--- config.mk ---
export PLATFORM = sky130hd
export DESIGN_NAME = backend_top
export DESIGN_NICKNAME = d
export VERILOG_FILES = /design/src/design/backend_pkg.sv /design/src/design/dispatch_queue.sv /design/src/design/issue_stage.sv /design/src/design/reg_file.sv /design/src/design/alu_lane.sv /design/src/design/mult_lane.sv /design/src/design/backend_top.sv
export SDC_FILE = /design/constraint.sdc
export NUM_CORES = 2
export LEC_CHECK = 0
export BUFFER_PORTS_ARGS = -buffer_cell sky130_fd_sc_hd__buf_4
export CAP_MARGIN = 40
export CELL_PAD_IN_SITES_DETAIL_PLACEMENT = 1
export CELL_PAD_IN_SITES_GLOBAL_PLACEMENT = 1
export CORE_UTILIZATION = 25
export CTS_CLUSTER_DIAMETER = 30
export CTS_CLUSTER_SIZE = 20
export DETAILED_ROUTE_END_ITERATION = 8
export GPL_TIMING_DRIVEN = 0
export PLACE_DENSITY = 0.5
export SYNTH_ARGS = -nofsm -noshare
export SYNTH_HDL_FRONTEND = slang
export SYNTH_SLANG_ARGS = --single-unit
--- constraint.sdc ---
create_clock -name clk -period 7.25 [get_ports clk]
set_input_delay 1.45 -clock clk [delete_from_list [all_inputs] [get_ports clk]]
set_output_delay 1.45 -clock clk [all_outputs]
set_load 0.01 [all_outputs]
--- src/design/backend_pkg.sv ---
`default_nettype none

package backend_pkg;

	localparam int DATA_W = 16;
	localparam int PREG_W = 6;
	localparam int IDX_W = 6;

	// top-level defaults
	localparam int QUEUE_DEPTH_DEF = 4;
	localparam int MULT_STAGES_DEF = 3;

	// shifts use op2[3:0]; ldi passes the immediate through op2
	typedef enum logic [2:0] {
		alu_add,
		alu_sub,
		alu_and,
		alu_or,
		alu_xor,
		alu_shl,
		alu_shr,
		alu_ldi
	} alu_mode_t;

	typedef enum logic {
		unit_alu,
		unit_mult
	} unit_t;

	// renamed instruction as it arrives from dispatch
	typedef struct packed {
		logic [IDX_W-1:0]  idx;
		unit_t             unit;
		alu_mode_t         mode;
		logic [PREG_W-1:0] src1;
		logic [PREG_W-1:0] src2;
		logic [PREG_W-1:0] dst;
		logic              imm_vld;
		logic [DATA_W-1:0] imm;
	} inst_t;

	// operands after register read
	typedef struct packed {
		logic              valid;
		logic [IDX_W-1:0]  idx;
		logic [PREG_W-1:0] dst;
		alu_mode_t         mode;
		logic [DATA_W-1:0] op1;
		logic [DATA_W-1:0] op2;
	} lane_op_t;

	// completion, doubles as a register-file write port
	typedef struct packed {
		logic              valid;
		logic [IDX_W-1:0]  idx;
		logic [PREG_W-1:0] dst;
		logic [DATA_W-1:0] data;
	} done_t;

endpackage

`default_nettype wire

--- src/design/dispatch_queue.sv ---
`default_nettype none

module dispatch_queue import backend_pkg::*; #(
	parameter int QUEUE_DEPTH = QUEUE_DEPTH_DEF
) (
	input  logic  clk,
	input  logic  rst,
	input  inst_t inst_in,
	input  logic  inst_valid,
	input  logic  pop,
	output inst_t head,
	output logic  head_valid,
	output logic  credit_return
);

	localparam int PTR_W = (QUEUE_DEPTH > 1) ? $clog2(QUEUE_DEPTH) : 1;
	localparam int CNT_W = $clog2(QUEUE_DEPTH + 1);

	inst_t            mem [QUEUE_DEPTH];
	logic [PTR_W-1:0] wr_ptr;
	logic [PTR_W-1:0] rd_ptr;
	logic [CNT_W-1:0] count;

	// wrap for depths that are not a power of two
	function automatic logic [PTR_W-1:0] ptr_inc(input logic [PTR_W-1:0] ptr);
		if (ptr == PTR_W'(QUEUE_DEPTH - 1))
			return '0;
		return ptr + 1'b1;
	endfunction

	always_ff @(posedge clk) begin
		if (inst_valid)
			mem[wr_ptr] <= inst_in;
	end

	always_ff @(posedge clk) begin
		if (rst) begin
			wr_ptr <= '0;
			rd_ptr <= '0;
			count <= '0;
		end else begin
			if (inst_valid)
				wr_ptr <= ptr_inc(wr_ptr);
			if (pop)
				rd_ptr <= ptr_inc(rd_ptr);
			case ({inst_valid, pop})
				2'b10: count <= count + 1'b1;
				2'b01: count <= count - 1'b1;
				default: ;
			endcase
		end
	end

	assign head = mem[rd_ptr];
	assign head_valid = (count != '0);

	// one credit back per issued entry
	assign credit_return = pop;

endmodule

`default_nettype wire

--- src/design/issue_stage.sv ---
`default_nettype none

module issue_stage import backend_pkg::*; #(
	parameter int NUM_PREGS = 64
) (
	input  logic              clk,
	input  logic              rst,
	input  inst_t             head,
	input  logic              head_valid,
	input  logic [DATA_W-1:0] rd_data1,
	input  logic [DATA_W-1:0] rd_data2,
	input  done_t             alu_done,
	input  done_t             mult_done,
	output logic              pop,
	output logic [PREG_W-1:0] rd_addr1,
	output logic [PREG_W-1:0] rd_addr2,
	output lane_op_t          alu_op,
	output lane_op_t          mult_op
);

	logic [NUM_PREGS-1:0] busy;
	logic [NUM_PREGS-1:0] set_mask;
	logic [NUM_PREGS-1:0] clr_mask;
	logic                 hazard;
	logic [DATA_W-1:0]    op2;

	// dst is checked too, which blocks WAW while a write is pending
	assign hazard = busy[head.src1] | busy[head.src2] | busy[head.dst];
	assign pop = head_valid & ~hazard;

	assign rd_addr1 = head.src1;
	assign rd_addr2 = head.src2;
	assign op2 = head.imm_vld ? head.imm : rd_data2;

	always_comb begin
		alu_op.valid = pop & (head.unit == unit_alu);
		alu_op.idx = head.idx;
		alu_op.dst = head.dst;
		alu_op.mode = head.mode;
		alu_op.op1 = rd_data1;
		alu_op.op2 = op2;

		mult_op = alu_op;
		mult_op.valid = pop & (head.unit == unit_mult);
	end

	always_comb begin
		set_mask = '0;
		clr_mask = '0;
		if (pop)
			set_mask[head.dst] = 1'b1;
		if (alu_done.valid)
			clr_mask[alu_done.dst] = 1'b1;
		if (mult_done.valid)
			clr_mask[mult_done.dst] = 1'b1;
	end

	// a new claim wins over a release of the same register
	always_ff @(posedge clk) begin
		if (rst)
			busy <= '0;
		else
			busy <= (busy & ~clr_mask) | set_mask;
	end

endmodule

`default_nettype wire

--- src/design/reg_file.sv ---
`default_nettype none

module reg_file import backend_pkg::*; #(
	parameter int NUM_PREGS = 64
) (
	input  logic              clk,
	input  logic              rst,
	input  logic [PREG_W-1:0] rd_addr1,
	input  logic [PREG_W-1:0] rd_addr2,
	input  done_t             alu_done,
	input  done_t             mult_done,
	output logic [DATA_W-1:0] rd_data1,
	output logic [DATA_W-1:0] rd_data2
);

	logic [DATA_W-1:0] regs [NUM_PREGS];

	// ports never collide, scoreboard keeps one writer per register
	always_ff @(posedge clk) begin
		if (rst) begin
			for (int i = 0; i < NUM_PREGS; i++)
				regs[i] <= '0;
		end else begin
			if (alu_done.valid)
				regs[alu_done.dst] <= alu_done.data;
			if (mult_done.valid)
				regs[mult_done.dst] <= mult_done.data;
		end
	end

	// async reads, written data visible the cycle after done
	assign rd_data1 = regs[rd_addr1];
	assign rd_data2 = regs[rd_addr2];

endmodule

`default_nettype wire

--- src/design/alu_lane.sv ---
`default_nettype none

module alu_lane import backend_pkg::*; (
	input  logic     clk,
	input  logic     rst,
	input  lane_op_t alu_op,
	output done_t    alu_done
);

	logic [DATA_W-1:0] result;
	logic [3:0]        shamt;

	assign shamt = alu_op.op2[3:0];

	always_comb begin
		case (alu_op.mode)
			alu_add: result = alu_op.op1 + alu_op.op2;
			alu_sub: result = alu_op.op1 - alu_op.op2;
			alu_and: result = alu_op.op1 & alu_op.op2;
			alu_or:  result = alu_op.op1 | alu_op.op2;
			alu_xor: result = alu_op.op1 ^ alu_op.op2;
			alu_shl: result = alu_op.op1 << shamt;
			alu_shr: result = alu_op.op1 >> shamt;
			// op2 already holds the immediate
			alu_ldi: result = alu_op.op2;
			default: result = '0;
		endcase
	end

	always_ff @(posedge clk) begin
		if (rst)
			alu_done.valid <= 1'b0;
		else
			alu_done.valid <= alu_op.valid;
		alu_done.idx <= alu_op.idx;
		alu_done.dst <= alu_op.dst;
		alu_done.data <= result;
	end

endmodule

`default_nettype wire

--- src/design/mult_lane.sv ---
`default_nettype none

module mult_lane import backend_pkg::*; #(
	parameter int MULT_STAGES = MULT_STAGES_DEF
) (
	input  logic     clk,
	input  logic     rst,
	input  lane_op_t mult_op,
	output done_t    mult_done
);

	logic [DATA_W-1:0] product;
	done_t             pipe [MULT_STAGES];

	// low half of the product only
	assign product = mult_op.op1 * mult_op.op2;

	// new op every cycle, tag rides along with the data
	always_ff @(posedge clk) begin
		pipe[0] <= '{
			valid: mult_op.valid,
			idx: mult_op.idx,
			dst: mult_op.dst,
			data: product
		};
		for (int s = 1; s < MULT_STAGES; s++)
			pipe[s] <= pipe[s-1];

		// valids only, payload left as is
		if (rst) begin
			for (int s = 0; s < MULT_STAGES; s++)
				pipe[s].valid <= 1'b0;
		end
	end

	assign mult_done = pipe[MULT_STAGES-1];

endmodule

`default_nettype wire

--- src/design/backend_top.sv ---
`default_nettype none

module backend_top import backend_pkg::*; #(
	parameter int QUEUE_DEPTH = QUEUE_DEPTH_DEF,
	parameter int MULT_STAGES = MULT_STAGES_DEF,
	parameter int NUM_PREGS = 64
) (
	input  logic  clk,
	input  logic  rst,
	input  inst_t inst_in,
	input  logic  inst_valid,
	output logic  credit_return,
	output done_t alu_done,
	output done_t mult_done
);

	inst_t             head;
	logic              head_valid;
	logic              pop;
	logic [PREG_W-1:0] rd_addr1;
	logic [PREG_W-1:0] rd_addr2;
	logic [DATA_W-1:0] rd_data1;
	logic [DATA_W-1:0] rd_data2;
	lane_op_t          alu_op;
	lane_op_t          mult_op;

	dispatch_queue #(
		.QUEUE_DEPTH(QUEUE_DEPTH)
	) i_queue (
		.clk(clk),
		.rst(rst),
		.inst_in(inst_in),
		.inst_valid(inst_valid),
		.pop(pop),
		.head(head),
		.head_valid(head_valid),
		.credit_return(credit_return)
	);

	issue_stage #(
		.NUM_PREGS(NUM_PREGS)
	) i_issue (
		.clk(clk),
		.rst(rst),
		.head(head),
		.head_valid(head_valid),
		.rd_data1(rd_data1),
		.rd_data2(rd_data2),
		.alu_done(alu_done),
		.mult_done(mult_done),
		.pop(pop),
		.rd_addr1(rd_addr1),
		.rd_addr2(rd_addr2),
		.alu_op(alu_op),
		.mult_op(mult_op)
	);

	// completions double as the write ports
	reg_file #(
		.NUM_PREGS(NUM_PREGS)
	) i_rf (
		.clk(clk),
		.rst(rst),
		.rd_addr1(rd_addr1),
		.rd_addr2(rd_addr2),
		.alu_done(alu_done),
		.mult_done(mult_done),
		.rd_data1(rd_data1),
		.rd_data2(rd_data2)
	);

	alu_lane i_alu (
		.clk(clk),
		.rst(rst),
		.alu_op(alu_op),
		.alu_done(alu_done)
	);

	mult_lane #(
		.MULT_STAGES(MULT_STAGES)
	) i_mult (
		.clk(clk),
		.rst(rst),
		.mult_op(mult_op),
		.mult_done(mult_done)
	);

endmodule

`default_nettype wire

* After elaboration in Yosys (flattened, before gate mapping) *
Memory sizes are Yosys's and may differ from the RTL's. A register that Yosys moved wholly into a read port is not among the register bits.
Index checks and enable logic that the tools add are counted.
Widths: inputs -> output; s select.

operators by class
  $add $sub $neg = 6
  multipliers = 1
  magnitude comparators = 8
  equality and inequality tests = 11
  shifts and indexed selects = 2
  mux-type cells = 49
  bitwise operators = 17
  reductions and logical operators = 8

operators with widths
  operator            number
  $mux 64             3
  $or 64x64->64       2
  $pmux 16 s8         1
  $and 64x64->64      1
  $not 64->64         1
  $mux 16             3
  $lt 6x7->1 const B  5
  $reduce_or 16->1    2
  $mux 1              27
  $bmux 1 s6          3
  $demux 1 s6         3
  $ge 6x1->1 const B  3
  $add 16x16->16      1
  $and 16x16->16      1
  $mul 16x16->16      1
  $or 16x16->16       1
  $shl 16x4->16       1
  $shr 16x4->16       1
  $sub 16x16->16      1
  $xor 16x16->16      1
  $eq 3x3->1 const B  4
  $mux 2              6
  $mux 6              2
  $eq 2x2->1 const B  3
  other kinds (15)    25

word-level totals
  bits in registers = 100
  memory bits (writable) = 1291
  input port bits = 48
  output and inout port bits = 59
  logic and storage cells = 113
  memories kept = 3

memories
  memory       depth  bits a word  rd ports  clocked after memory_dff  wr ports  RTL line              RTL
  i_rf.regs    64     16           2         0                         64        reg_file.sv:16        logic [DATA_W-1:0] regs [NUM_PREGS];
  i_queue.mem  4      45           1         1                         1         dispatch_queue.sv:19  inst_t mem [QUEUE_DEPTH];
  i_mult.pipe  3      29           3         0                         3         mult_lane.sv:13       done_t pipe [MULT_STAGES];

* Depth between registers and ports, before layout *
  word-level depth = 11
  gate-level depth with buffers = 41
  mapped depth without buffers = 33

* By module *
Synthesis repeated with hierarchy kept, for this count alone.

second synthesis, totals
  cells, all modules = 6073
  area total of the unflattened synthesis = 82330.2 sq um

by module, submodules not included
  module          times used  cells each  area an instance (sq um)  sequential area each (sq um)
  reg_file        1           3973        59271.8                   30749.5
  dispatch_queue  1           279         6994.2                    5585.4
  issue_stage     1           722         6258.5                    1281.2
  mult_lane       1           584         5923.2                    1741.7
  alu_lane        1           515         3882.5                    580.6

* Worst setup path after synthesis *
OpenSTA, ideal clock, no wires.

  kind = register to register
  from = reg with a tool-made name
  to = mem i_mult.pipe[0][15] (netlist bit)
  library setup time = 118 ps
  data arrival time = 7589 ps
  required time = 7132 ps
  path slack = -457 ps
  stages on the path, launching flop included = 35
  buffers on the path = 10
  period minus slack after synthesis = 7707 ps
  cells stage by stage = dfxtp_1 > buf_6 > mux4_2 > buf_6 > buf_6 > buf_6 > buf_6 > buf_6 > buf_2 > buf_2 > nand2_1 > nand3_1 > a31o_2 > nand4b_2 > buf_1 > clkbuf_1 > nand2_1 > fa_1 > fa_1 > inv_1 > fa_1 > inv_1 > fa_1 > inv_1 > fa_1 > inv_1 > fa_1 > inv_1 > ha_1 > o21ai_0 > nand2b_1 > a21oi_1 > o21ai_0 > xnor2_1 > xnor2_1

RTL lines
  what           RTL line
  end, declared  mult_lane.sv:13

==> impl_metrics.yaml <==
grt:
  overflow: 0
  antenna_found_initial: 59
  grt_start_max_net_pins: 27
  grt_pass1_vias: 71627
  grt_pass1_wl_mm: 700
  grtUsageTotal_pct: 32.6
pwr:
  leakage_uw: 0.0405
  total_power_uw: 62800
  power_density_nw_per_um2: 567
  ir_worst_vdd_v: 0.00209
routing:
  first_pass_iters: 7
  vias_per_cell: 6.17
  drcViolationCount: 0
  vias: 73419
  first_iter_violations: 11299
  wirelength_mm: 547
  ant_nets: 0
  wl_per_cell_um: 45.9
timing:
  rsz0062_at_grt: "true"
  worstMarginPinSlew_ns: 1.09
  fin_worst_skew_ns: 0.113
  finalHoldViolCount: 0
  finalWorstSetupSlack_ns: -1.65
  slew-limit-headroom_pct: 27.1
  period_share_pct: 123
  tns_ns: -6.60
  clock.fmax_mhz: 112
  setup_viol: 9
  min_period_ns: 8.90
  drv_slew: 0
yosys:
  yosysTopAreaCell: "edfxtp_1"
  ys.flop_type: "edfxtp_1"
  yosysSeqAreaShare_pct: 48.9
  netlist_area_sq_um: 81100
  synth_top_cell_area_share_pct: 44.6
  synthTopCellsByArea: "edfxtp_1, mux4_2, a22o_1, dfxtp_1, mux2i_1"
  synth_edf_count: 1204
  synthCells: 6234
  ys_types: 97
  synth-seq-cells: 1381
  synthArstFlopShare_pct: 0
  avgSynthCellArea_sq_um: 13.0
  yosys_warnings: 0
  synth_fp_nets: 6467
place:
  hpwl_mm: 419
  placedCellCount: 10977
  postPlaceCellArea_sq_um: 92200
  place.gp.congestion: 1.06
  port_buffers: 106
finish:
  fill_cells: 33925
  multi_input_area_sq_um: 38800
  drive_above_1_share_pct: 31.3
  fin_area_sq_um: 111000
  instances_no_fill: 11903
  fin_nets: 7480
  seqCellArea_sq_um: 39700
  syn_to_final_growth_pct: 36.5
clock_network:
  cts.sinks: 1381
  cts_root_buffer: "clkbuf_16"
  insertion_delay_ns: 0.97
  clockBufferDepth: 4
  htreeDepth: 5
  cts_buffers: 390
  clk_pin_slew_worst_paths_ns: 0.04
  cts_tree: "built"
critical_path:
  arrival_ns: 9.70
  path_class: "reg2reg"
  crit_fanout: 7
  slowest_delay_ns: 0.63
  cp-end-kind: "register"
  cp_common_cell: "xnor2_1"
  cp_slowest_cell: "mux4_2"
  cp-start-kind: "register"
  critPathRequiredTime_ns: 8.05
floorplanning:
  core_sq_um: 322000
  die_area_sq_um: 327000
  num_io_pins: 107
  die_h_um: 572
  initial_core_util_pct: 25.2
  die_w_um: 572
  std_cell_rows: 208
status:
  violations: "negative setup slack"
  outcome: "complete, but fails checks"
hold_path:
  hp-class: "reg2reg"
flow_run:
  maxCapViolCount: 0
worst paths after layout:
check	startpoint	to	slack [ns]	cells past startpoint
setup reg to reg	register	i_mult.pipe[0][15]$_DFF_P_	-1.65	29
hold / removal	i_mult.pipe[0][52]$_DFF_P_	i_mult.pipe[0][81]$_DFF_P_	0.31	0
setup / recovery	register	i_mult.pipe[0][15]$_DFF_P_	-1.65	29
hold reg to reg	i_mult.pipe[0][52]$_DFF_P_	i_mult.pipe[0][81]$_DFF_P_	0.31	0
layer usage:
layer,up-vias,part of all wire [%],global-route usage (%)
li1,27066,-,-
met1,38555,37,39.7
met5,-,0.14,0.882
met3,1776,13,13.2
met4,46,9.1,24.4
met2,5976,40,45.7
synth_stat cells (99+ instances only):
library cell,count
edfxtp_1,1204
a22o_1,1036
mux4_2,498
clkbuf_1,444
nor2_1,374
nand2_1,326
mux2i_1,322
inv_1,228
dfxtp_1,177
buf_2,119
a21oi_1,106
ha_1,103
nor3_1,99
placed cells by master (no fill, tap or decap), drive strengths merged, types with 50 or more instances in the layout:
master	count
a21oi	106
a22o	1036
a22oi	80
buf	915
bufinv	50
clkbuf	917
clkinv	140
dfxtp	177
edfxtp	1204
fa	82
ha	103
inv	248
mux2i	322
mux4	509
nand2	326
nand3	84
nor2	376
nor3	100
o21ai	79
o22ai	86
or3	72
xnor2	51
logic make-up after synthesis:
| family | share of synthesized area [%] |
|---|---|
| mux | 18.5 |
| compound gates | 16.3 |
| buf+inv | 5.42 |
| simple gates | 6.43 |
| xor+xnor | 0.733 |
| flops | 48.9 |
| fa+ha+maj | 3.62 |
area by class of cell:
cell class,instances,area share [%]
diodes,31,0.0700
plain buffers,719,5.12
clock buffers,477,9.33
clock inverters,235,2.39
inverters,236,0.863
multi-input cells,3881,35.0
flip-flops and latches,1381,35.8
well taps,4305,4.86
repair buffers,638,6.49
registers in the layout, summed over array words and instances, names as in the netlist, named ones only:
| name | count |
|---|---|
| i_alu.alu_done | 27 |
| i_issue.busy | 64 |
| i_mult.pipe | 77 |
| i_queue.count | 3 |
| i_queue.mem | 180 |
| i_queue.rd_ptr | 2 |
| i_queue.wr_ptr | 2 |
| i_rf.regs | 1024 |
metrics by stage:
stage	utilization (%)	setup slack [ns]	hold WS, ns
3_3_place_gp	27.2	-6.73	0.313
3_5_place_dp	28.6	-4.39	0.314
4_1_cts	34.0	-1.48	0.300
6_report	34.4	-1.65	0.311
2_1_floorplan	-	-0.0464	0.310
5_1_grt	34.4	-1.68	0.306
worst max-delay path: cells and delay by family, from the launching register on:
| kind | cells | cell delay, ns |
|---|---|---|
| AO/OA/AOI/OAI | 1 | 0.52 |
| XOR/XNOR | 8 | 1.65 |
| adder cells (fa/ha/maj) | 6 | 2.50 |
| buffers and inverters | 9 | 1.85 |
| flip-flops | 1 | 0.31 |
| multiplexers | 3 | 1.58 |
| AND/OR/NAND/NOR | 2 | 0.28 |
timing repair:
item                       CTS  global route
setup endpoints to repair   31            22
pin swaps                   62            42
setup buffers              128            63
gates cloned                 2             0
hold buffers                 0             0
resized for setup          743           148
power breakdown:
part / switching (uW) / internal [uW]
registers: 519 / 9380
logic: 22100 / 13600
clock network: 5420 / 11800
total: 28000 / 34800
(Power assumes the default switching activity.)
